**src/logic/gat_cfg_pkg.sv**
```systemverilog
package gat_cfg_pkg;

  // ========================================
  // Datapath widths
  // ========================================
  localparam int DATA_W      = 8;
  localparam int WH_W        = 20;
  localparam int SCORE_W     = 32;
  localparam int LRELU_SHIFT = 3;

  // Layer shape
  localparam int F_IN  = 16;
  localparam int F_OUT = 4;

  // Sparse matrix and node-info fields
  localparam int COL_W     = 4;
  localparam int ROW_LEN_W = 5;
  localparam int SUB_W     = 4;

  localparam int H_DEPTH_DEF    = 128;
  localparam int NODE_DEPTH_DEF = 32;
  localparam int LOAD_ADDR_W    = $clog2(H_DEPTH_DEF);

endpackage
```
**src/logic/gat_types_pkg.sv**
```systemverilog
package gat_types_pkg;
  import gat_cfg_pkg::*;

  // Which feature memory a host word goes to
  typedef enum logic {
    TGT_H    = 1'b0,
    TGT_NODE = 1'b1
  } feat_tgt_e;

  typedef struct packed {
    logic signed [DATA_W-1:0] val;
    logic [COL_W-1:0]         col;
  } h_entry_t;

  typedef struct packed {
    logic [1:0]           spare;
    logic                 head;
    logic [SUB_W-1:0]     sub_nodes;
    logic [ROW_LEN_W-1:0] row_len;
  } node_info_t;

  // Same 12-bit host word, two meanings
  typedef union packed {
    h_entry_t   h;
    node_info_t node;
  } load_word_u;

  typedef struct packed {
    logic                   en;
    logic                   is_node;
    logic [LOAD_ADDR_W-1:0] addr;
    load_word_u             word;
  } feat_load_t;

  typedef struct packed {
    logic                     en;
    logic                     is_att;
    logic [LOAD_ADDR_W-1:0]   addr;
    logic signed [DATA_W-1:0] val;
  } param_load_t;

  typedef struct packed {
    logic [F_OUT-1:0][WH_W-1:0]          wh;
    logic                                head;
    logic [SUB_W-1:0]                    sub_nodes;
    logic [$clog2(NODE_DEPTH_DEF)-1:0]   node;
  } wh_row_t;

endpackage

```
**src/logic/gat_feature_store.sv**
```systemverilog
`timescale 1ns/10ps

module gat_feature_store
  import gat_types_pkg::*;
#(
  parameter int  H_DEPTH    = 128,
  parameter int  NODE_DEPTH = 32,
  localparam int H_AW       = $clog2(H_DEPTH),
  localparam int N_AW       = $clog2(NODE_DEPTH)
) (
  input  logic            clk,
  input  feat_load_t      feat_load_i,
  input  logic [H_AW-1:0] h_addr_i,
  output h_entry_t        h_entry_o,
  input  logic [N_AW-1:0] node_addr_i,
  output node_info_t      node_info_o
);

  // ========================================
  // Storage
  // ========================================
  h_entry_t   h_mem    [H_DEPTH];
  node_info_t node_mem [NODE_DEPTH];

  logic wr_node;
  logic wr_h;

  assign wr_node = feat_load_i.en && (feat_load_i.is_node == TGT_NODE);
  assign wr_h    = feat_load_i.en && (feat_load_i.is_node == TGT_H);

  // Host word decoded as node info or as a sparse entry
  always_ff @(posedge clk) begin
    if (wr_node) begin
      node_mem[feat_load_i.addr[N_AW-1:0]] <= feat_load_i.word.node;
    end
    if (wr_h) begin
      h_mem[feat_load_i.addr[H_AW-1:0]] <= feat_load_i.word.h;
    end
  end

  // ========================================
  // Read ports, one cycle latency
  // ========================================
  always_ff @(posedge clk) begin
    h_entry_o <= h_mem[h_addr_i];
  end

  always_ff @(posedge clk) begin
    node_info_o <= node_mem[node_addr_i];
  end

endmodule

```
**config.mk**
```make
export PLATFORM = sky130hd
export DESIGN_NAME = gat_feature_store
export DESIGN_NICKNAME = d
export VERILOG_FILES = /design/src/logic/gat_cfg_pkg.sv /design/src/logic/gat_types_pkg.sv /design/src/logic/gat_feature_store.sv
export SDC_FILE = /design/constraint.sdc
export NUM_CORES = 2
export LEC_CHECK = 0
export BUFFER_PORTS_ARGS = -buffer_cell sky130_fd_sc_hd__buf_2
export CAP_MARGIN = 20
export CORE_ASPECT_RATIO = 1.75
export CORE_MARGIN = 4
export CORE_UTILIZATION = 26
export CTS_BUF_LIST = sky130_fd_sc_hd__clkbuf_4 sky130_fd_sc_hd__clkbuf_8 sky130_fd_sc_hd__clkbuf_16
export CTS_CLUSTER_DIAMETER = 100
export DETAILED_ROUTE_END_ITERATION = 12
export GPL_TIMING_DRIVEN = 0
export HOLD_SLACK_MARGIN = 0.06
export PLACE_DENSITY = 0.44
export SYNTH_ARGS = -nofsm -noshare
export SYNTH_HDL_FRONTEND = slang
export SYNTH_SLANG_ARGS = --single-unit
```
**constraint.sdc**
```tcl
create_clock -name clk -period 8 [get_ports clk]
set_input_delay 0.8 -clock clk [delete_from_list [all_inputs] [get_ports clk]]
set_output_delay 0.8 -clock clk [all_outputs]
set_load 0.01 [all_outputs]
```
* Yosys cells after proc, flatten, opt, wreduce, memory -nomap -nowiden
Memories as Yosys holds them, arrays and structs flattened. A register that Yosys moved wholly into a read port is not among the register bits. Index checks and enable logic that the tools add are counted.
Cells by class: bitwise logic cells 1, add/subtract/negate cells 0, multiply operators 0, shifts and indexed selects 0, mux-type cells 4, order comparisons 0, div/mod/pow operators 0, reductions and logical operators 2, equal/unequal tests 0
Operator list (count):
- $mux W1 | 4
- $logic_and A1 B1 Y1 | 2
- $not A1 Y1 | 1
Word-level totals: bits in latches 0, word-level logic and storage cells 9, bits of input ports 34, bits in registers 0, RAM bits 1920, ROM bits 0, memories 2
Memories:
- h_mem | depth 128, bits a word 12, read ports 1, clocked after Yosys merged registers in 1, wr ports 1, RTL line gat_feature_store.sv:22 | h_entry_t h_mem [H_DEPTH];
- node_mem | depth 32, bits a word 12, read ports 1, clocked after Yosys merged registers in 1, wr ports 1, RTL line gat_feature_store.sv:23 | node_info_t node_mem [NODE_DEPTH];

* Depth between registers and ports, before layout
word-level depth 4, gate-level depth with buffers 7

* Least setup slack after synthesis
Ideal clock, no wire load.
path type input-to-reg, start input port h_addr_i[0], end register, netlist name h_entry_o[0], arrival time 3194 ps, library setup time 121 ps, stages on the path 6, buffers on the path 2, slack 4685 ps, cell sequence buf_2 > buf_1 > mux4_2 > mux4_2 > mux4_2 > mux2_2
RTL lines:
- start, declared | RTL line gat_feature_store.sv:13 | input logic [H_AW-1:0] h_addr_i,

==> impl_metrics.csv <==
group,metric,value,unit
outcome,outcome,"finished, final reports clean",
final_layout,post_route_cells_drive_above_1_share,0.358,
routing,route.detailed.drc,0,
final_layout,area_delta_synth_final,18.1,%
synthesis,synth.cell_area,74000,µm²
routing,detailroute.via_count,33000,
clock_tree,postCtsSetupBuffers,0,
synthesis,synth.yosys.seq_area_share,0.785,
synthesis,main_area_contributors_after_synthesis,"edfxtp_1 78%, mux4_2 19%, nor2_1 0.82%",
final_layout,multi_input_comb_area,15300,µm²
floorplan,floorplan.initialDensity,0.262,
synthesis,synth.top_cell.area_share,0.779,
grt,grt.overflow.total,0,
floorplan,chipHeight,714,µm
clock_tree,numClockSinks,1944,
synthesis,yosys_warnings,0,
worst_setup_path,critical_path.max_fanout,10,
worst_setup_path,cp.arrival,4.73,ns
worst_setup_path,critPathKind,"in2reg",
synthesis,synth_cell_types,21,
pwr,power.share.combinational,0.055,
synthesis,syn_inst,2964,
clock_tree,clk_pin_slew,0.07,ns
timing,final_max_slew_viol_count,0,
clock_tree,cts-root-to-sink-buffers,4,
pwr,power_report.internal_total,16.8,mW
worst_setup_path,slowest_stage,"clkbuf_1",
pwr,max-vdd-ir-drop,0.269,mV
worst_setup_path,endpoint_kind,"flip-flop",
worst_setup_path,slowest_delay,0.81,ns
floorplan,die-area,294000,µm²
synthesis,synth_ff_type,"edfxtp_1",
clock_tree,cts-buffers-inserted,187,
place,portBuffers,45,
clock_tree,cts_max_level,4,
pwr,seqPwrFrac,0.523,
timing,finClkSkew,0.0633,ns
timing,final.period_utilization,0.505,
clock_tree,cts.repair.resized,0,
pwr,netSwitchingPower,4.65,mW
floorplan,rows,258,
grt,grt_antenna_before_repair,15,
clock_tree,holdBufCountCts,0,
synthesis,synthesis.nets,2998,
synthesis,synth.avg_cell_area,25.0,µm²
timing,fin_crit,4.04,ns
worst_setup_path,worstSetupStartpointType,"input port",
synthesis,synth_most_common_cell,"edfxtp_1",
timing,timing.slew.headroom,0.263,
timing,rsz0062_at_grt,"no",
synthesis,netlist_top_cells_count,"1,920 x edfxtp_1, 624 x mux4_2, 162 x nor2_1",
routing,detailedRoute.firstPassIterationCount,5,
worst_setup_path,worstPathRequired,8.69,ns
pwr,power_density,246,nW/µm²
grt,globalRouteTotalUtil,0.143,
grt,grt_start_max_net_pins,121,
pwr,power.share.switching,0.216,
clock_tree,clock-root-buffer,"clkbuf_16",
place,finalWeightedCongestion,0.787,
timing,finalHoldWorstSlack,0.334,ns
synthesis,synth_area_leader_cell,"edfxtp_1",
grt,grt_first_pass_wirelength,294,mm
timing,number_of_endpoints_with_negative_hold_slack_in_the_final_report,0,
final_layout,seqCellArea,58100,µm²
routing,drt_wl_total,212,mm
run,drv_cap,0,
routing,via_per_inst,4.52,
floorplan,fp.coreArea,283000,µm²
synthesis,edff_count_synth,1920,
place,hpwlAfterDp,149,mm
routing,detailedRoute.firstIterationViolations,2680,
worst_setup_path,cp_cell_sequence,"clkbuf_1 > clkbuf_1 > clkbuf_1 > mux4_2 > mux4_2 > mux4_2 > mux2_2",
floorplan,die_width,411,µm
floorplan,io_pins,58,
final_layout,num-nets-final,3417,
routing,wl_per_cell,29.0,µm
pwr,power_leakage,26.6,nW
synthesis,postSynth.asyncResetShare,0,
synthesis,ys_ff_latch,1944,
routing,detail-route-antenna-nets,0,
timing,setup_viol,0,
clock_tree,tritoncts,"yes",
grt,first_global_vias,35900,
timing,fmaxAchievable,0.247,GHz
clock_tree,clock_insertion_delay_at_the_later_pin_of_the_skew_report,0.84,ns
min_path,min-delay-path-class,"in2reg",
timing,fin_setup_tns,0,ns
final_layout,layout.filler_cells,27300,
pwr,power.clock.fraction,0.422,
timing,worst-slew-pin-transition,1.10,ns
==> stage by stage <==
step	cells	setup WS (ns)	total power, mW	utilization	cell area [µm²]
6_report	7309	3.96	21.5	0.309	87400
2_1_floorplan	2964	4.69	12.0	-	74000
5_1_grt	7303	3.96	22.2	0.309	87400
3_5_place_dp	6963	3.01	12.7	0.287	81200
4_1_cts	7300	3.93	21.8	0.309	87400
3_3_place_gp	6779	1.98	12.7	0.279	79000
==> logic make-up (layout without fill, tap and decap cells) <==
family / count (synthesis) / after routing / share of synthesized area
buffers and inverters: 159 / 726 / 0.00935
AND/OR/NAND/NOR: 213 / 213 / 0.0118
flip-flops: 1944 / 1944 / 0.785
multiplexers: 648 / 648 / 0.194
other: 0 / 8 / 0
==> final cells by class <==
| type | count | share of cell area |
|---|---|---|
| Inverter | 2 | 0.0000859 |
| Clock inverter | 111 | 0.0126 |
| Tap cell | 3770 | 0.0540 |
| Sequential cell | 1944 | 0.665 |
| Antenna cell | 8 | 0.000229 |
| Timing Repair Buffer | 230 | 0.0273 |
| Multi-Input combinational cell | 861 | 0.175 |
| Clock buffer | 226 | 0.0580 |
| Buffer | 157 | 0.00799 |
==> worst paths after layout <==
| check | startpoint | endpoint | slack, ns | cells after the start |
|---|---|---|---|---|
| setup / recovery | h_addr_i[2] | h_entry_o[10] | 3.96 | 7 |
| hold / removal | node_addr_i[4] | node_info_o[11] | 0.33 | 2 |
| setup reg to reg | h_mem[87][6] | h_entry_o[6] | 5.37 | 4 |
| hold reg to reg | node_mem[31][11] | node_info_o[11] | 0.96 | 3 |
==> power groups by stage <==
stage	combinational (mW)	sequential [mW]	clock [mW]
after floorplan	0.544	11.5	0
after global placement	1.16	11.5	0
after detailed placement	1.22	11.5	0
after CTS	1.22	11.2	9.35
after global routing	1.24	11.2	9.74
final	1.18	11.2	9.08
==> state kept, by name, summed over array words and instances, names as in the netlist <==
name         count
h_entry_o       12
node_info_o     12
node_mem       384
h_mem         1536
==> per-layer routing <==
| metal | vias up | GRT usage | routed length [µm] |
|---|---|---|---|
| met5 | - | 0 | 39 |
| met1 | 18200 | 0.152 | 73600 |
| li1 | 13700 | - | - |
| met2 | 792 | 0.281 | 121000 |
| met4 | 6 | 0.0510 | 8140 |
| met3 | 317 | 0.0215 | 8540 |
==> worst max-delay path, delay by kind of cell <==
kind	cells	cell delay [ns]
muxes	4	2.03
buffers and inverters	3	1.86
==> cells in the final DEF (no fill, tap or decap), types with 4 or more instances in the layout <==
| master | count |
|---|---|
| clkinvlp_4 | 7 |
| mux2_2 | 24 |
| buf_2 | 70 |
| buf_16 | 16 |
| nand3_1 | 10 |
| clkbuf_2 | 11 |
| clkbuf_4 | 30 |
| buf_1 | 18 |
| nor2b_1 | 8 |
| mux4_2 | 624 |
| nor2_2 | 25 |
| nand2b_1 | 4 |
| clkinv_2 | 38 |
| clkbuf_8 | 5 |
| buf_6 | 53 |
| buf_4 | 106 |
| dfxtp_1 | 24 |
| edfxtp_1 | 1920 |
| diode_2 | 8 |
| clkbuf_16 | 191 |
| nand2_1 | 19 |
| buf_8 | 30 |
| nor2_1 | 137 |
| bufinv_16 | 20 |
| clkinv_1 | 36 |
| clkbuf_1 | 82 |
(Power assumes the default switching activity.)
