$ cat src/logic/gat_cfg_pkg.sv
package gat_cfg_pkg;

  // ========================================
  // Datapath widths
  // ========================================
  localparam int DATA_W      = 8;
  localparam int WH_W        = 20;
  localparam int SCORE_W     = 32;
  localparam int LRELU_SHIFT = 3;

  // Layer shape
  localparam int F_IN  = 16;
  localparam int F_OUT = 4;

  // Sparse matrix and node-info fields
  localparam int COL_W     = 4;
  localparam int ROW_LEN_W = 5;
  localparam int SUB_W     = 4;

  localparam int H_DEPTH_DEF    = 128;
  localparam int NODE_DEPTH_DEF = 32;
  localparam int LOAD_ADDR_W    = $clog2(H_DEPTH_DEF);

endpackage
$ cat src/logic/gat_types_pkg.sv
package gat_types_pkg;
  import gat_cfg_pkg::*;

  // Which feature memory a host word goes to
  typedef enum logic {
    TGT_H    = 1'b0,
    TGT_NODE = 1'b1
  } feat_tgt_e;

  typedef struct packed {
    logic signed [DATA_W-1:0] val;
    logic [COL_W-1:0]         col;
  } h_entry_t;

  typedef struct packed {
    logic [1:0]           spare;
    logic                 head;
    logic [SUB_W-1:0]     sub_nodes;
    logic [ROW_LEN_W-1:0] row_len;
  } node_info_t;

  // Same 12-bit host word, two meanings
  typedef union packed {
    h_entry_t   h;
    node_info_t node;
  } load_word_u;

  typedef struct packed {
    logic                   en;
    logic                   is_node;
    logic [LOAD_ADDR_W-1:0] addr;
    load_word_u             word;
  } feat_load_t;

  typedef struct packed {
    logic                     en;
    logic                     is_att;
    logic [LOAD_ADDR_W-1:0]   addr;
    logic signed [DATA_W-1:0] val;
  } param_load_t;

  typedef struct packed {
    logic [F_OUT-1:0][WH_W-1:0]          wh;
    logic                                head;
    logic [SUB_W-1:0]                    sub_nodes;
    logic [$clog2(NODE_DEPTH_DEF)-1:0]   node;
  } wh_row_t;

endpackage

$ cat src/logic/gat_param_store.sv
`timescale 1ns/10ps

module gat_param_store
  import gat_cfg_pkg::*;
  import gat_types_pkg::*;
(
  input  logic                                  clk,
  input  logic                                  rst_n,
  input  param_load_t                           param_load_i,
  output logic [F_IN-1:0][F_OUT-1:0][DATA_W-1:0] weights_o,
  output logic [F_OUT-1:0][DATA_W-1:0]          att_src_o,
  output logic [F_OUT-1:0][DATA_W-1:0]          att_dst_o
);

  localparam int W_COL_W = $clog2(F_OUT);
  localparam int W_ROW_W = $clog2(F_IN);

  logic [W_ROW_W-1:0] w_row;
  logic [W_COL_W-1:0] w_col;
  logic               att_is_dst;

  // Weight index is col * F_OUT + feature
  assign w_row      = param_load_i.addr[W_COL_W +: W_ROW_W];
  assign w_col      = param_load_i.addr[W_COL_W-1:0];
  // Upper half of the attention vector is the destination part
  assign att_is_dst = param_load_i.addr[W_COL_W];

  always_ff @(posedge clk or negedge rst_n) begin
    if (!rst_n) begin
      weights_o <= '0;
      att_src_o <= '0;
      att_dst_o <= '0;
    end else if (param_load_i.en) begin
      if (!param_load_i.is_att) begin
        weights_o[w_row][w_col] <= param_load_i.val;
      end else if (att_is_dst) begin
        att_dst_o[w_col] <= param_load_i.val;
      end else begin
        att_src_o[w_col] <= param_load_i.val;
      end
    end
  end

endmodule

$ cat config.mk
export PLATFORM = sky130hd
export DESIGN_NAME = gat_param_store
export DESIGN_NICKNAME = d
export VERILOG_FILES = /design/src/logic/gat_cfg_pkg.sv /design/src/logic/gat_types_pkg.sv /design/src/logic/gat_param_store.sv
export SDC_FILE = /design/constraint.sdc
export NUM_CORES = 1
export LEC_CHECK = 0
export BUFFER_PORTS_ARGS = -buffer_cell sky130_fd_sc_hd__clkbuf_2
export CAP_MARGIN = 20
export CORE_AREA = 2 2 231 233
export DETAILED_ROUTE_END_ITERATION = 8
export DIE_AREA = 0 0 233 235
export GPL_TIMING_DRIVEN = 0
export PLACE_DENSITY = 0.66
export SLEW_MARGIN = 30
export SYNTH_ARGS = -nofsm -noshare
export SYNTH_HDL_FRONTEND = slang
export SYNTH_SLANG_ARGS = --single-unit
$ cat constraint.sdc
create_clock -name clk -period 1.85 [get_ports clk]
set_input_delay 0.4625 -clock clk [delete_from_list [all_inputs] [get_ports clk]]
set_output_delay 0.4625 -clock clk [all_outputs]
set_load 0.01 [all_outputs]
# == Word-level counts from Yosys, hierarchy flattened ==
# Index checks and enable logic that the tools add are counted.
# word_totals
register_bits,576
in_bits,19
word_cells,90
# classes
magnitude_cmp,4
muxes,7
n_bitwise,2
reduce_logical,5
# op_table
cell,count
bitwise mux 512 bit,1
demux 32 bit (select 4 bit),1
bitwise mux 32 bit,2
2-to-1 mux 32 bit,1
demux 8 bit (select 2 bit),1
2-to-1 mux 8 bit,1
AND reduction 3 bit,2
"less-than comparator 4 x 5 -> 1 bit, second input constant",1
">= comparator 4 x 1 -> 1 bit, second input constant",1
"less-than comparator 2 x 3 -> 1 bit, second input constant",1
">= comparator 2 x 1 -> 1 bit, second input constant",1
logical AND 1 bit,2
NOT 1 bit,2
AND reduction 2 bit,1

# == Longest topological paths before layout ==
# logic_depth
ltp_word,7
mapped_depth,6
ltp_nobuf,3

# == Least setup slack after synthesis ==
# Ideal clock, no wire load.
# synth_path
path_type,in2reg
start,input param_load_i[15] (netlist bit)
end,register weights_o[224] (netlist bit)
setup_ps,125
t_arrival_ps,1886
required_ps,1725
slack_ps,-160
path_stages,5
path_buffers,2
cell_sequence,clkbuf_1 -> or4b_1 -> buf_2 -> nor2_4 -> mux2_2
# synth_via
elab_chain_len,2
# synth_rtl
element,line_no,source
start: declaration,gat_param_store.sv:9,"input param_load_t param_load_i,"
NOT 1 bit (no source line),n/a,
AND reduction 2 bit (no source line),n/a,
end signal: indexed assignment,gat_param_store.sv:35,weights_o[w_row][w_col] <= param_load_i.val;
end: declaration,gat_param_store.sv:10,"output logic [F_IN-1:0][F_OUT-1:0][DATA_W-1:0] weights_o,"
# No other way between the ends.
# A chain may end at the register's enable or synchronous reset.

# == Worst setup path in the final report ==
# layout_path
start,input param_load_i[9] (netlist bit)
end,register weights_o[103] (netlist bit)
# layout_via
elab_chain_len,7
word_cells_on_any_way,8
# layout_rtl
element,line_no
less-than comparator 2 x 3 -> 1 bit (implied by the code) or >= comparator 2 x 1 -> 1 bit (tied branches),gat_param_store.sv:35
logical AND 1 bit (implied by the code),gat_param_store.sv:35
2-to-1 mux 8 bit (implied by the code),gat_param_store.sv:35
demux 8 bit (select 2 bit) *,gat_param_store.sv:35
2-to-1 mux 32 bit (implied by the code) *,gat_param_store.sv:35
demux 32 bit (select 4 bit) *,gat_param_store.sv:35
bitwise mux 512 bit *,gat_param_store.sv:35
# Every way passes the cells marked *; elsewhere a longest branch is shown, timed or not.

==> summary.md <==
| Metric | Value |
|---|---|
| Share of cells above drive strength 1 | `0.6440` |
| DR DRC count | `0` |
| Net switching power | `around 0.008 W` |
| Outcome | `complete, but fails checks` |
| Design area | `between 0.02 and 0.03 mm²` |
| Leak | `about 15 nW` |
| Yosys Warn Count | `0` |
| H-tree depth | `2` |
| Vias in the first global route | `between 10000 and 15000` |
| Syn_area_per_cell | `about 16 µm²` |
| Tightest Pin Transition | `around 0.94 ns` |
| Worst-Skew Late Latency | `~0.60 ns` |
| Worst-path clk slew | `roughly 0.060 ns` |
| IO buf count | `slightly below 600` |
| DR vias/cell | `between 5 and 6` |
| Pin count of the biggest net entering global routing | `84` |
| Post-CTS setup buffers | `0` |
| Die area | `0.05476 mm²` |
| DRT Wirelength | `67.10 mm` |
| Setup crit end kind | `flop` |
| Grt met1 use | `0.3075` |
| Register Area | `between 0.01 and 0.015 mm²` |
| CTS tree | `done` |
| Cell count after synthesis | `about 1300` |
| GP Congestion | `just over 0.8` |
| Synth cell types | `26` |
| Final setup fails | `2` |
| Die width | `about 230 µm` |
| Register-to-register setup slack | `around 1.0 ns` |
| Die Height | `~240 µm` |
| Worst setup margin | `-0.003188 ns` |
| Layout Area Growth over Synthesis | `29.22%` |
| Clock power share | `0.413` |
| 1st-iter DRT viols | `~660` |
| Sw Share | `0.2533` |
| Reg2Reg Depth | `1` |
| R2r startpoint | `weights_o[98]` |
| Global routing usage on met3 | `0.06602` |
| Boundary Pins | `slightly below 600` |
| Gate power share | `0.133` |
| Register area share after synthesis | `0.6561` |
| Unrepaired setup endpoints after global routing | `yes` |
| Row count | `84` |
| DRT Pass-1 Iters | `4` |
| Total GRT Usage | `0.2425` |
| Kind of critical path | `primary input to flop` |
| Clock Sinks | `576` |
| Initial antenna violation count | `5` |
| Seq pwr share | `0.454` |
| Worst endpoint required time | `2.33 ns` |
| # nets final | `~2000` |
| DR vias | `around 14000` |
| Mapped cell area | `~0.022 mm²` |
| Met2 GRT Util | `0.3979` |
| GR Overflow Total | `0` |
| Peak supply drop | `878.2 µV` |
| MaxCap Viol Count | `0` |
| P_int | `~0.024 W` |
| Crit path max fanout | `10` |
| Core footprint | `0.05224 mm²` |
| Placed wire-length estimate | `48.17 mm` |
| R2R Path End | `weights_o[98]` |
| Wire per inst | `between 20 and 25 µm` |
| Critical path startpoint category | `primary input` |
| Final hold slack | `-0.05735 ns` |
| Root buffer cell | `clkbuf_16` |
| Worst EP arrival | `between 2 and 2.5 ns` |
| Layout fillers | `between 4000 and 5000` |
| Footprint of the multi-input gates | `~0.0073 mm²` |
| Tmin final | `about 1.9 ns` |
| Clk buf depth | `3` |
| Worst Skew | `0 ns` |
| First-pass GRT wire length | `98.40 mm` |
| Num CTS Buffers | `just under 60` |
| Final Util | `0.5435` |
| Initial Utilization | `0.4205` |
| Mapped Nets | `about 1400` |
| Relative slew margins | `0.3740` |
| Setup_tns | `-0.005258 ns` |
| Gr busiest metal | `met2` |
| Final hold vios | `roughly 120` |
| Synth Register Bits | `approximately 580` |
| Placed Area | `0.02601 mm²` |
| Antenna Nets Post-Route | `0` |
| Final worst path period share | `1.002` |
| Max Freq | `539.6 MHz` |
| HP Class | `primary input to async pin` |
| Max Slew Vio Count | `0` |
| Power Density | `1125 mW/mm²` |
| Failing checks | `negative hold slack, negative setup slack` |
metrics by stage:
| step | instances | total power [W] | setup slack, ns |
|---|---|---|---|
| 2_1_floorplan | 1341 | 0.01657 | -0.04436 |
| 3_3_place_gp | 2611 | 0.01884 | -12.49 |
| 3_5_place_dp | 2619 | 0.01900 | -0.8971 |
| 4_1_cts | 2732 | 0.03223 | 0.008763 |
| 5_1_grt | 2737 | 0.03318 | -0.05945 |
| 6_report | 2738 | 0.03194 | -0.003188 |
state kept, by name, indices dropped and copies added, names as in the netlist:
signal and cells:
att_src_o 32, att_dst_o 32, weights_o 512
per-layer routing:
| metal | part of all wire | wire length, µm |
|---|---|---|
| met5 | 0.00055 | 37 |
| met4 | 0.036 | 2415 |
| met3 | 0.070 | 4685 |
| met2 | 0.49 | 33020 |
| met1 | 0.40 | 26950 |
power by group through the flow:
stage / Combinational, W / Sequential, W / Clock, W
floorplan: 0.00132 / 0.0152 / 0
global route: 0.00456 / 0.0146 / 0.0140
global placement: 0.00416 / 0.0147 / 0
CTS: 0.00431 / 0.0145 / 0.0134
detailed placement: 0.00428 / 0.0147 / 0
finish: 0.00426 / 0.0145 / 0.0132
final cells by class:
type	count	area share
Sequential cell	576	0.5078
Clock buffer	87	0.06391
Tap cell	688	0.03032
Buffer	88	0.01344
Clock inverter	23	0.01344
Antenna cell	2	0.0001763
Timing Repair Buffer	597	0.1149
Multi-Input combinational cell	677	0.2561
how the worst max path moves through the flow:
stage                     endpoint  cells past startpoint  slack [ns]        startpoint
finish              weights_o[103]                      6      -0.003   param_load_i[9]
global route        weights_o[127]                      6       -0.06  param_load_i[10]
CTS                  weights_o[56]                      5       0.009  param_load_i[13]
detailed placement   weights_o[18]                      5       -0.90  param_load_i[10]
global placement    weights_o[464]                      1      -12.49             rst_n
floorplan           weights_o[480]                      5       -0.04  param_load_i[15]
cells in the mapped netlist (all sizes together):
master | n | area share
nand4b | 5 | 0.0031
nand4bb | 2 | 0.0010
nand2b | 2 | 0.00057
and4b | 1 | 0.00046
nor4b | 5 | 0.0034
nor4 | 1 | 0.00057
or3 | 2 | 0.00057
nor4bb | 4 | 0.0018
and4bb | 4 | 0.0023
dfrtp | 576 | 0.66
buf | 23 | 0.0050
nand4 | 1 | 0.00057
or4b | 1 | 0.00046
nand2 | 45 | 0.0087
nor2 | 26 | 0.0083
nand3b | 1 | 0.00034
mux2 | 576 | 0.30
clkbuf | 65 | 0.011
nand3 | 1 | 0.00023
cells by family (layout without fill, tap and decap cells):
| kind of cell | Yosys count | count (layout) | synth area share |
|---|---|---|---|
| DFF | 576 | 576 | 0.6561 |
| muxes | 576 | 576 | 0.2953 |
| and+or+nand+nor | 101 | 101 | 0.03247 |
| other | 0 | 2 | 0 |
| buffers and inverters | 88 | 795 | 0.01612 |
worst max-delay path, stage by stage:
cell and delay, ns:
clkbuf_2 0.11, buf_2 0.17, nor4b_2 0.45, buf_4 0.35, nand2_1 0.35, mux2_1 0.42
repair_timing:
item                                    4_1_cts  5_1_grt
cloned                                        0        0
pin swaps                                     0        0
hold endpoints to repair                     41       86
endpoints found under the setup margin       74       85
gates resized for setup                       2        7
hold buffers                                  3        4
placed cells by master (no fill, tap or decap), types with 3 or more instances in the layout:
cell	synthesis	final
clkinv_2	0	8
clkbuf_8	0	21
mux2_4	0	8
nor2_2	13	12
bufinv_16	0	10
buf_12	0	3
nor4bb_1	4	4
clkbuf_2	0	582
buf_2	13	14
nand2_2	9	13
mux2_2	551	543
mux2_1	25	25
clkbuf_16	0	61
buf_16	0	9
dfrtp_1	576	576
nor2_4	7	9
nand4b_2	4	4
nand2_1	36	32
buf_1	8	4
nor4b_2	5	4
clkbuf_1	65	70
clkinvlp_4	0	4
and4bb_2	4	4
nor2_1	6	5
buf_4	2	3
Note: power is estimated with default switching activity, not from simulation.
