===== src/logic/gat_run_ctrl.sv =====
`timescale 1ns/10ps

module gat_run_ctrl (
  input  logic clk,
  input  logic rst_n,
  input  logic start_req_i,
  output logic start_ack_o,
  output logic spmm_start_o,
  output logic att_start_o,
  input  logic spmm_done_i,
  input  logic att_done_i
);

  localparam logic [1:0] S_IDLE = 2'd0;
  localparam logic [1:0] S_WH   = 2'd1;
  localparam logic [1:0] S_ATT  = 2'd2;
  localparam logic [1:0] S_ACK  = 2'd3;

  logic [1:0] state;

  always_ff @(posedge clk or negedge rst_n) begin
    if (!rst_n) begin
      state        <= S_IDLE;
      start_ack_o  <= 1'b0;
      spmm_start_o <= 1'b0;
      att_start_o  <= 1'b0;
    end else begin
      spmm_start_o <= 1'b0;
      att_start_o  <= 1'b0;
      case (state)
        S_IDLE: begin
          if (start_req_i) begin
            spmm_start_o <= 1'b1;
            state        <= S_WH;
          end
        end
        S_WH: begin
          if (spmm_done_i) begin
            att_start_o <= 1'b1;
            state       <= S_ATT;
          end
        end
        S_ATT: begin
          if (att_done_i) begin
            start_ack_o <= 1'b1;
            state       <= S_ACK;
          end
        end
        // Hold ack until the host drops its request
        default: begin
          if (!start_req_i) begin
            start_ack_o <= 1'b0;
            state       <= S_IDLE;
          end
        end
      endcase
    end
  end

endmodule


===== config.mk =====
export PLATFORM = sky130hd
export DESIGN_NAME = gat_run_ctrl
export DESIGN_NICKNAME = d
export VERILOG_FILES = /design/src/logic/gat_run_ctrl.sv
export SDC_FILE = /design/constraint.sdc
export NUM_CORES = 1
export LEC_CHECK = 0
export BUFFER_PORTS_ARGS = -buffer_cell sky130_fd_sc_hd__buf_2
export CAP_MARGIN = 20
export CORE_AREA = 2 2 39 41
export DETAILED_ROUTE_END_ITERATION = 8
export DIE_AREA = 0 0 41 43
export PLACE_DENSITY = 0.46
export SKIP_CTS_REPAIR_TIMING = 1
export SLEW_MARGIN = 0
export SYNTH_ARGS = -nofsm -noshare
export SYNTH_HDL_FRONTEND = slang
export SYNTH_SLANG_ARGS = --single-unit

===== constraint.sdc =====
create_clock -name clk -period 3.9 [get_ports clk]
set_input_delay 0.585 -clock clk [delete_from_list [all_inputs] [get_ports clk]]
set_output_delay 0.585 -clock clk [all_outputs]
set_load 0.01 [all_outputs]

# ---- Word-level counts from Yosys, hierarchy flattened
# Index checks and enable logic that the tools add are counted.
dict set report totals {
  latchBits 0
  ramBits 0
  reg_bits 5
  in_bits 5
  out_inout_bits 3
  n_memories 0
  word_cells 28
  romBits 0
}
dict set report classes {
  n_addsub 0
  n_reduce_logical 4
  eq_ne 7
  bitwise_logic 1
  div_mod_pow 0
  order_cmp 0
  n_shift 0
  n_mul 0
  n_mux 12
}
# op n
set op_table {}
lappend op_table {{2-bit 2-to-1 mux} 4}
lappend op_table {{1-bit 2-to-1 mux} 6}
lappend op_table {{2-bit inequality test, second input constant} 3}
lappend op_table {{2-bit case mux with 3 select lines} 1}
lappend op_table {{4-bit by 1-bit inequality test with 1-bit output, second input constant} 1}
lappend op_table {{4-bit AND reduction} 1}
lappend op_table {{3-bit AND reduction} 1}
lappend op_table {{2-bit by 1-bit equality test with 1-bit output, second input constant} 1}
lappend op_table {{2-bit equality test, second input constant} 1}
lappend op_table {{2-bit zero test} 1}
lappend op_table {{2-bit by 1-bit inequality test with 1-bit output, second input constant} 1}
lappend op_table {{1-bit case mux with 2 select lines} 1}
lappend op_table {{2-bit OR reduction} 1}
lappend op_table {{1-bit NOT} 1}

# ---- Depth between registers and ports, before layout
# Gate-level depths: netlist of run 1.
dict set report logic_depth {
  ltp_word 4
  mapped_depth 5
  ltp_nobuf 5
}

# ---- Least setup slack after synthesis of run 1
# Ideal clock, no wire load.
dict set report synth_timing {
  path_type {flip-flop to flip-flop}
  from {register state[0]}
  to {register state[1]}
  stages_incl_launch_ff 6
  period_less_slack_ps 1641
  setup_time_ps 125
  slack_ps 2259
  n_path_buf 0
  required_time_ps 3775
  arrival_ps 1516
  path_cell_list {dfrtp_1 > inv_1 > ha_1 > nor2b_1 > a2111oi_4 > mux2_4}
}
dict set report synth_via {
  elab_chain_cells 3
  word_cells_on_any_way 9
  cone_classes {eq/ne (6); mux (1); reduce/logical (2)}
}
# element line_no
set synth_lines {}
lappend synth_lines {{start, declared} 19} ;# logic [1:0] state;
lappend synth_lines {{start signal, assigned} 23} ;# state <= S_IDLE;
lappend synth_lines {{start signal, assigned} 34} ;# state <= S_WH;
lappend synth_lines {{start signal, assigned} 40} ;# state <= S_ATT;
lappend synth_lines {{2-bit equality test, or another cell as far along} 30} ;# case (state)
lappend synth_lines {{4-bit by 1-bit inequality test with 1-bit output (no line) / 2-bit inequality test (equally long branches)} --}
lappend synth_lines {{4-bit AND reduction (no line)} --}
# Several ways; a longest one is shown, not always the timed one.
# A chain may end at the register's enable or synchronous reset.

# ---- Worst setup path in the final report of run 1
dict set report layout_timing {
  from {register state[0]}
  to {register start_ack_o}
}
dict set report layout_via {
  elab_chain_cells 4
  word_cells_on_any_way 9
  cone_classes {eq/ne (4); mux (1); bitwise (1); reduce/logical (3)}
}
# element line_no
set layout_lines {}
lappend layout_lines {{2-bit by 1-bit equality test with 1-bit output / 2-bit zero test (equally long branches)} 30}
lappend layout_lines {{2-bit OR reduction (no line)} --}
lappend layout_lines {{1-bit NOT (no line)} --}
lappend layout_lines {{3-bit AND reduction (no line)} --}
lappend layout_lines {{end signal, assigned} 24} ;# start_ack_o <= 1'b0;
lappend layout_lines {{end signal, assigned} 45} ;# start_ack_o <= 1'b1;
lappend layout_lines {{end signal, assigned} 52} ;# start_ack_o <= 1'b0;
lappend layout_lines {{end, declared} 7} ;# output logic start_ack_o,
# Several ways; a longest one is shown, not always the timed one.

==> summary.txt, run 1 <==
Worst setup path
  – Setup crit start kind: flop
  – Critical path arrival: ~1900 ps
  – Critical Path Fanout Max: 5
  – Worst setup EP type: flop
  – Reg2Reg Depth: 5
  – Critical R2R Launch: state[0]$_DFFE_PN0P_
  – Critical path origin: state[0]$_DFFE_PN0P_
  – Worst R2R Setup Slack: around 2100 ps
  – Critical path type: flop to flop
  – CP required: 4010 ps

Logic synthesis
  – Mux cell area share after synthesis: a little over a tenth
  – Post-synth top area share: between 30% and 40%
  – Syn_area_per_cell: between 10 and 15 um2
  – Mapped Area: approximately 340 um2
  – Syn_nets: 37
  – Area leader, netlist: dfrtp_1
  – Gate Count Post-Synth: 26
  – Post-Synth Adder-Cell Area: a little over a fifth
  – Largest family of logic cells by synthesized area: adder cells
  – XOR/XNOR Fraction of Synth Area: 0%
  – Largest cells by area after synthesis: dfrtp_1 (37%), ha_1 (22%), a2111oi_4 (8.1%)
  – Seq/Total Area, Yosys: 36.6%
  – Post-synth cell types: 12
  – Synth warn: 0
  – Synth Area in Compound Gates: between 10 and 15%
  – Synth Register Bits: 5
  – Simple-gate portion of the synthesized area: a little under an eighth

Pwr
  – Reg power frac: between 20% and 30%
  – Design Power: roughly 0.33 mW
  – Clock Power Share: approximately 17%
  – Switching share of power: 36.6%
  – PD cells: roughly 770 mW/mm2
  – Fraction of power consumed by combinational cells: between 50% and 60%
  – Cell Int Power: 0.208 mW
  – VDD IR-drop max: 0.000140 V
  – Switching power: roughly 0.12 mW
  – Leak: approximately 0.22 nW

Clock tree
  – Root Driver: clkbuf_4
  – # clock sinks: 5
  – Clock transition at path regs: approximately 40 ps
  – Max Root-Sink Buffers: 2
  – Worst-Skew Late Latency: ~230 ps
  – CTS buffer count: 3
  – H-tree depth: 1
  – CTS tree: yes

Floorplanning
  – Die width: slightly above 40 um
  – Initial core utilization: roughly a quarter
  – Core Area: 0.00138 mm2
  – Die area: around 0.0018 mm2
  – Die Span Y: 43 um
  – # rows: 14
  – Ports: 8

Routing
  – DRC Markers: 0
  – 1st-pass router iterations: 1
  – Post-route antenna net violation count: 0
  – Drt wl/cell: between 9 and 10 um
  – DR iter-0 viols: 0
  – Final WL: just under 500 um
  – Via/cell ratio: around 4.2
  – Detailed-route via count: 220

Timing
  – Slew headroom: 77.9%
  – Final Hold Viols: 0
  – Minimum clock period: between 1500 and 2000 ps
  – Slew @ Worst Pin: about 330 ps
  – Achievable clock frequency: 0.567 GHz
  – Post-route setup TNS: 0 ps
  – Count of pins over their slew limit: 0
  – Clock skew: 1.51 ps
  – Final worst-path cycle share: between 40 and 50%
  – RSZ-0062 raised after global routing: no
  – Final setup viols: 0

Place
  – DP Area: between 300 and 400 um2
  – Number of I/O port buffers: 7
  – Placer Congestion: 0.664

Cells and area
  – Most frequent cells in the layout: buf_2 (7), ha_1 (6), dfrtp_1 (5)
  – Nets: between 40 and 50
  – Synthesis-to-finish area growth: 23.8%
  – Share of cells above drive strength 1: 37.8%
  – Final Core Density: just over 30%
  – ANT cells: 0
  – Commonest non-fill, non-tap cell in the layout: buf_2
  – Final instance area: ~420 um2

Status
  – Status: completed

GRT
  – Largest net degree at the start of global routing: 6
  – GRT Resource Usage Total: under 10%
  – First-pass GRT wire length: 759 um
  – Vias in the first global route: between 200 and 250
  – Grt total ovfl: 0
  – Initial antenna violation count: 0

Worst hold path
  – Hold crit path type: input port to asynchronous set/reset pin

Job
  – Max-cap viol count: 0
==> power by group through the flow <==
stage	combinational, mW	clock, mW	sequential, mW
after detailed placement	0.184	0	0.0917
after CTS	0.185	0.0586	0.0911
after floorplan	0.143	0	0.0925
final	0.181	0.0567	0.0901
after global routing	0.201	0.0619	0.0951
after global placement	0.183	0	0.0908
==> layer usage <==
| layer | part of all wire (%) | vias up | global-route usage, % |
|---|---|---|---|
| li1 | - | 111 | - |
| met1 | 40 | 104 | 5.21 |
| met2 | 56 | 5 | 12.8 |
| met3 | 3.9 | 0 | 0 |
| met4 | 0 | 0 | 4.00 |
| met5 | 0 | - | 0 |
==> worst max-delay path, stage by stage, from the launching register on <==
cell and delay, ps:
dfrtp_1 380, inv_1 110, ha_1 240, nor2b_1 180, a2111oi_2 370, mux2_1 360
==> registers in the layout, indices dropped and copies added (netlist names) <==
signal and count:
state 2, att_start_o 1, spmm_start_o 1, start_ack_o 1
==> through the flow <==
step                      hold WS, ps  worst slack [ps]  instances
after floorplan                   289              2260         26
after global placement            395              2130         49
after detailed placement          402              2110         49
after CTS                         154              2100         53
after global routing              155              2020         53
final                             154              2140         53
==> cell families after synthesis <==
group / count (synthesis)
buffers and inverters: 4
multiplexers: 3
adder cells (fa/ha/maj): 6
flip-flops: 5
AND/OR/NAND/NOR: 5
AO/OA/AOI/OAI: 3
==> area by class of cell <==
cell class | count | area (um2)
clock buffers | 4 | 26.3
fillers | 154 | 961
inverters | 4 | 15.0
multi-input cells | 17 | 201
flip-flops and latches | 5 | 125
well taps | 16 | 20.0
repair buffers | 7 | 35.0
==> cell usage after synthesis (all sizes together) <==
cell type and n:
ha 6, dfrtp 5, inv 4, a2111oi 2, and2 2, mux2 2, nor2b 2, mux2i 1
nor4b 1, o21bai 1
==> path summary, 6_finish.rpt <==
path | endpoint
max in group asynchronous | spmm_start_o$_DFF_PN0_
min reg2reg | start_ack_o$_DFFE_PN0P_
max reg2reg | start_ack_o$_DFFE_PN0P_
min | att_start_o$_DFF_PN0_
min in group clk | start_ack_o$_DFFE_PN0P_
max | start_ack_o$_DFFE_PN0P_
No activity file was read; power rests on OpenSTA's default activity.
==> inputs of run 2 (changes only) <==
- ABC_AREA: unset -> 1
- PLACE_DENSITY: 0.46 -> 0.49
- clock period: 3.9 -> 1.4 ns (I/O delays scaled with it)
==> run 2 against run 1 <==
  * Die area unchanged
  * Synthesized cell count increased by 81%
  * Register-to-register slack worse by 2000 ps
  * Largest power group unchanged
  * Worst setup slack got worse by 2000 ps
  * Wire length is 32% higher
  * Combinational power rose to 2.9 times the previous value
  * Clock power increased to 2.9 times the previous value
==> summary.txt, run 2 <==
Status
  – Status: completed

Timing
  – Hold slack final: 177 ps
  – RSZ-0062 raised after global routing: no
  – Minimum clock period: about 1300 ps
  – Slew @ Worst Pin: between 100 and 150 ps
  – Post-route setup TNS: 0 ps
  – Final setup viols: 0
  – Clock skew: 7.20 ps
  – Final Hold Viols: 0
  – Final worst-path cycle share: around 90%
  – Slew headroom: between 90% and 100%
  – Final WS setup: 142 ps
  – Achievable clock frequency: between 0.7 and 0.8 GHz
  – Count of pins over their slew limit: 0

GRT
  – Vias in the first global route: roughly 300
  – Initial antenna violation count: 0
  – Grt total ovfl: 0
  – First-pass GRT wire length: between 1 and 1.5 mm
  – Largest net degree at the start of global routing: 6
  – GRT Resource Usage Total: a little under a tenth

Place
  – Inst Count DP: 70
  – Placer Congestion: 0.701
  – DP Wirelength: ~540 um
  – Number of I/O port buffers: 7
  – Pre-CTS setup slack: approximately 86 ps

Cells and area
  – Filler instances: 162
  – Share of cells above drive strength 1: 27.9%
  – ANT cells: 0
  – Seq. cell area: 125 um2
  – Most frequent cells in the layout: inv_1 (11), nand2_1 (11), buf_2 (7)
  – Synthesis-to-finish area growth: 29.7%
  – Nets: between 70 and 80
  – Post-route insts no fill: slightly below 80
  – Max reg flops: 2
  – Biggest register: state
  – Area of the multi-input gates: roughly 180 um2

Floorplanning
  – Die Span Y: roughly 43 um
  – Die width: between 40 and 50 um
  – Die area: approximately 0.0018 mm2
  – Initial core utilization: 25.9%
  – # rows: 14
  – Core Area: ~0.0014 mm2
  – Ports: 8

Pwr
  – VDD IR-drop max: between 0.0005 and 0.0006 V
  – Leak: 0.295 nW
  – Design Power: approximately 0.92 mW
  – PD cells: slightly below 2000 mW/mm2

Clock tree
  – CTS tree: yes
  – Clock transition at path regs: roughly 50 ps
  – H-tree depth: 1
  – CTS buffer count: 3
  – # clock sinks: 5
  – Max Root-Sink Buffers: 2
  – Root Driver: clkbuf_4
  – Worst-Skew Late Latency: 240 ps

Routing
  – Detailed-route via count: roughly 300
  – Drt wl/cell: between 8 and 9 um
  – DRC Markers: 0
  – Via/cell ratio: roughly 3.9
  – 1st-pass router iterations: 2
  – DR iter-0 viols: 2
  – Final WL: approximately 640 um
  – Post-route antenna net violation count: 0

Logic synthesis
  – Mapped Area: approximately 360 um2
  – Syn_area_per_cell: between 7 and 8 um2
  – Count of flip-flops with a built-in enable after synthesis: 0
  – Simple-gate portion of the synthesized area: 23.4%
  – Commonest cells post-synth: inv_1 (12), nand2_1 (11), ha_1 (6)
  – Synth Area in Compound Gates: roughly 7.0%
  – Synth warn: 0
  – Syn_nets: a little under 60
  – Synth Register Bits: 5
  – Post-Synth Adder-Cell Area: a little over a fifth
  – Post-synthesis async set-or-reset flop share: 100%
  – Post-synth top area share: a little over a third
  – Largest family of logic cells by synthesized area: simple AND/OR/NAND/NOR gates
  – XOR/XNOR Fraction of Synth Area: 0%
  – Gate Count Post-Synth: 47
  – Most used DFF post-synth: dfrtp_1
  – Largest cells by area after synthesis: dfrtp_1 (35%), ha_1 (21%), inv_1 (13%)
  – Seq/Total Area, Yosys: roughly a third
  – Area leader, netlist: dfrtp_1
  – Mux cell area share after synthesis: 0%
  – Most common cell in the synthesized netlist: inv_1
  – Post-synth cell types: 12

Worst setup path
  – Critical path arrival: between 1000 and 1500 ps
  – Critical path type: flop to flop
  – Worst setup EP type: flop
  – Critical Path Fanout Max: 4
  – Setup crit start kind: flop
  – CP required: approximately 1500 ps

Worst hold path
  – Hold crit path type: input port to flop

Job
  – Max-cap viol count: 0
-- run 2: changes by cell type after synthesis, moves of 2 or more --
cell	delta
nand3_1	+4
inv_1	+8
nor2_2	+2
and2_1	-2
nand2_1	+11
nor2b_1	-2
-- run 2: metrics by stage --
stage | cell area [um2] | utilization, %
2_1_floorplan | 358 | -
3_3_place_gp | 413 | 29.8
3_5_place_dp | 413 | 29.8
4_1_cts | 439 | 31.7
5_1_grt | 464 | 33.5
6_report | 464 | 33.5
-- run 2: worst max-delay path, stage by stage (launching register included) --
cell	delay [ps]
dfrtp_1	370
inv_1	100
ha_1	230
inv_1	60
nand2_1	60
nor2_2	120
inv_1	70
nand3_1	80
nand2_1	60
-- run 2: metal layers --
layer  part of all wire [%]  GRT usage (%)  vias up
met5                      0              0        -
met4                      0           2.00        0
met3                    3.0           6.28        0
met2                     49           15.6        5
met1                     48           8.77      127
li1                       -              -      167
-- run 2: power by group --
part / leakage (nW) / switching (mW) / internal, mW
Sequential: 0.0644 / 0.0339 / 0.203
Combinational: 0.216 / 0.300 / 0.221
Clock: 0.0150 / 0.0580 / 0.108
-- run 2: final cells by class --
class	count	share of cell area [%]
multi-input cells	29	39.6
repair buffers	10	12.9
flip-flops and latches	5	27.0
inverters	13	10.5
well taps	16	4.31
clock buffers	4	5.66
-- run 2: logic make-up (layout without fill, tap and decap cells) --
family	count (synthesis)	count (layout)
buf+inv	13	27
flops	5	5
compound gates	4	4
simple gates	19	19
fa+ha+maj	6	6
-- run 2: final timing paths --
kind	start	to	slack, ps	cells after the start
setup / recovery	state[1]$_DFFE_PN0P_	state[1]$_DFFE_PN0P_	140	8
hold / removal	spmm_done_i	att_start_o$_DFF_PN0_	180	3
setup reg to reg	state[1]$_DFFE_PN0P_	state[1]$_DFFE_PN0P_	140	8
hold reg to reg	start_ack_o$_DFFE_PN0P_	start_ack_o$_DFFE_PN0P_	490	2
max in group asynchronous	rst_n	state[1]$_DFFE_PN0P_	960	2
min in group asynchronous	rst_n	att_start_o$_DFF_PN0_	300	2
==> inputs of run 3 (changes only) <==
- CTS_BUF_LIST: unset -> sky130_fd_sc_hd__clkbuf_8
==> run 3 against run 2 <==
  * Utilization grew 1.4 points
  * Maximum frequency is essentially flat
  * Final area grew 4.0%
  * Clock power grew 55%
  * Largest power group unchanged
  * Largest cell class unchanged
  * Combinational power is essentially flat
  * Sequential share of layout area shrank 1.0 points
  * Wire length grew 1.6%
  * Cell count is the same
  * Sequential power is essentially flat
  * Clock skew shrank 3.3 ps
==> summary.txt, run 3 (synthesis results as in run 2) <==
Status
  – Status: completed

Clock tree
  – CTS tree: yes
  – # clock sinks: 5
  – CTS buffer count: 3
  – Max Root-Sink Buffers: 2
  – Root Driver: clkbuf_8
  – Clock transition at path regs: 40 ps
  – H-tree depth: 1
  – Worst-Skew Late Latency: approximately 220 ps

Cells and area
  – Most frequent cells in the layout: inv_1 (12), nand2_1 (11), buf_2 (7)
  – Seq. cell area: 125 um2
  – Nets: 73
  – Share of cells above drive strength 1: 27.9%
  – Filler instances: between 150 and 200
  – Max reg flops: 2
  – ANT cells: 0
  – Final Core Density: a little over a third
  – Area of the multi-input gates: 184 um2
  – Biggest register: state
  – Synthesis-to-finish area growth: 35.0%
  – Commonest non-fill, non-tap cell in the layout: inv_1

Place
  – Pre-CTS setup slack: 85.6 ps
  – DP Wirelength: about 540 um
  – Placer Congestion: 0.701
  – Number of I/O port buffers: 7

Worst setup path
  – Critical R2R Launch: state[1]$_DFFE_PN0P_
  – Critical path origin: state[1]$_DFFE_PN0P_
  – CP required: about 1500 ps
  – Crit-path cells: inv_1 -> ha_1 -> inv_1 -> nand2_1 -> nor2_2 -> inv_1 -> nand3_1 -> nand2_1
  – Setup crit start kind: flop
  – CP peak stage delay: between 300 and 400 ps
  – Worst R2R Setup Slack: between 100 and 150 ps
  – Critical Path Fanout Max: 4
  – CP most frequent cell: inv_1
  – Reg2reg end: state[1]$_DFFE_PN0P_
  – Worst setup EP type: flop
  – Critical path type: flop to flop
  – CP max-delay cell: dfrtp_1
  – Worst setup path end: state[1]$_DFFE_PN0P_
  – Reg2Reg Depth: 8
  – Critical path arrival: ~1400 ps

Floorplanning
  – Initial core utilization: between 20% and 30%
  – Die Span Y: ~43 um
  – Die width: approximately 40 um
  – Ports: 8
  – # rows: 14
  – Core Area: approximately 0.0014 mm2
  – Die area: about 0.0018 mm2

Timing
  – Final WS setup: between 100 and 150 ps
  – Minimum clock period: 1260 ps
  – Clock skew: between 3 and 4 ps
  – Hold slack final: 200 ps
  – Final setup viols: 0
  – RSZ-0062 raised after global routing: no
  – Count of pins over their slew limit: 0
  – Achievable clock frequency: slightly below 0.8 GHz
  – Final worst-path cycle share: about 90%
  – Post-route setup TNS: 0 ps
  – Slew headroom: 90.7%
  – Final Hold Viols: 0
  – Slew @ Worst Pin: ~140 ps

Pwr
  – Clock Power Share: 25.3%
  – Reg power frac: 23.4%
  – Switching share of power: a little under 40%
  – Leak: 0.307 nW
  – Fraction of power consumed by combinational cells: between 50% and 60%
  – Switching power: a little over 0.4 mW
  – Cell Int Power: slightly above 0.6 mW
  – PD cells: roughly 2100 mW/mm2
  – VDD IR-drop max: between 0.0007 and 0.0008 V

GRT
  – GRT Resource Usage Total: about a tenth
  – Grt total ovfl: 0
  – First-pass GRT wire length: between 1 and 1.5 mm
  – Vias in the first global route: 298
  – Initial antenna violation count: 0
  – Largest net degree at the start of global routing: 6

Routing
  – Post-route antenna net violation count: 0
  – DRC Markers: 0
  – Detailed-route via count: 305
  – DR iter-0 viols: 3
  – Final WL: 651 um
  – Via/cell ratio: 3.96
  – 1st-pass router iterations: 2
  – Drt wl/cell: approximately 8.5 um

Worst hold path
  – Hold crit path type: input port to flop

Job
  – Max-cap viol count: 0
==> run 3: cell types whose count changed in the layout (fill, tap and decap cells not counted), sizes merged <==
| cell | previous run | this run |
|---|---|---|
| inv | 13 | 14 |
| clkbuf | 4 | 3 |
==> run 3: per-layer routing <==
layer	vias up	part of all wire [%]	wire length (um)	global-route usage [%]
met5	-	0	0	0
met4	0	0	0	2.00
met3	0	6.6	43	7.85
met2	9	49	321	15.6
met1	129	44	286	8.77
li1	167	-	-	-
==> run 3: metrics by stage <==
| step | power, mW | cells | instance area [um2] |
|---|---|---|---|
| 2_1_floorplan | 0.602 | 47 | 358 |
| 3_3_place_gp | 0.721 | 70 | 413 |
| 3_5_place_dp | 0.726 | 70 | 413 |
| 4_1_cts | 0.991 | 74 | 458 |
| 5_1_grt | 1.13 | 77 | 483 |
| 6_report | 1.02 | 77 | 483 |
==> run 3: power groups by stage <==
| stage | clock network [mW] | logic, mW | registers [mW] |
|---|---|---|---|
| after floorplan | 0 | 0.353 | 0.249 |
| after global placement | 0 | 0.478 | 0.243 |
| after detailed placement | 0 | 0.481 | 0.245 |
| after CTS | 0.264 | 0.483 | 0.243 |
| after global routing | 0.269 | 0.611 | 0.246 |
| final | 0.257 | 0.521 | 0.237 |
==> run 3: worst min-delay path by stage <==
| stage | startpoint | endpoint | cells past startpoint |
|---|---|---|---|
| after floorplan | rst_n | att_start_o$_DFF_PN0_ | 0 |
| after global placement | rst_n | att_start_o$_DFF_PN0_ | 1 |
| after detailed placement | rst_n | att_start_o$_DFF_PN0_ | 1 |
| after CTS | rst_n | att_start_o$_DFF_PN0_ | 1 |
| after global routing | spmm_done_i | att_start_o$_DFF_PN0_ | 3 |
| final | spmm_done_i | att_start_o$_DFF_PN0_ | 3 |
==> run 3: cell type report <==
| cell class | count | area share [%] |
|---|---|---|
| sequential | 5 | 25.9 |
| inverter | 13 | 10.1 |
| multi-input combinational | 29 | 38.1 |
| clock inverter | 1 | 0.777 |
| timing repair buffer | 10 | 12.4 |
| clock buffer | 3 | 8.55 |
| tap | 16 | 4.15 |
==> run 3: critical path, delay by kind of cell (launching register included) <==
family,cells,cell delay [ps]
adder cells (fa/ha/maj),1,230
buffers and inverters,3,230
flip-flops,1,370
AND/OR/NAND/NOR,4,320
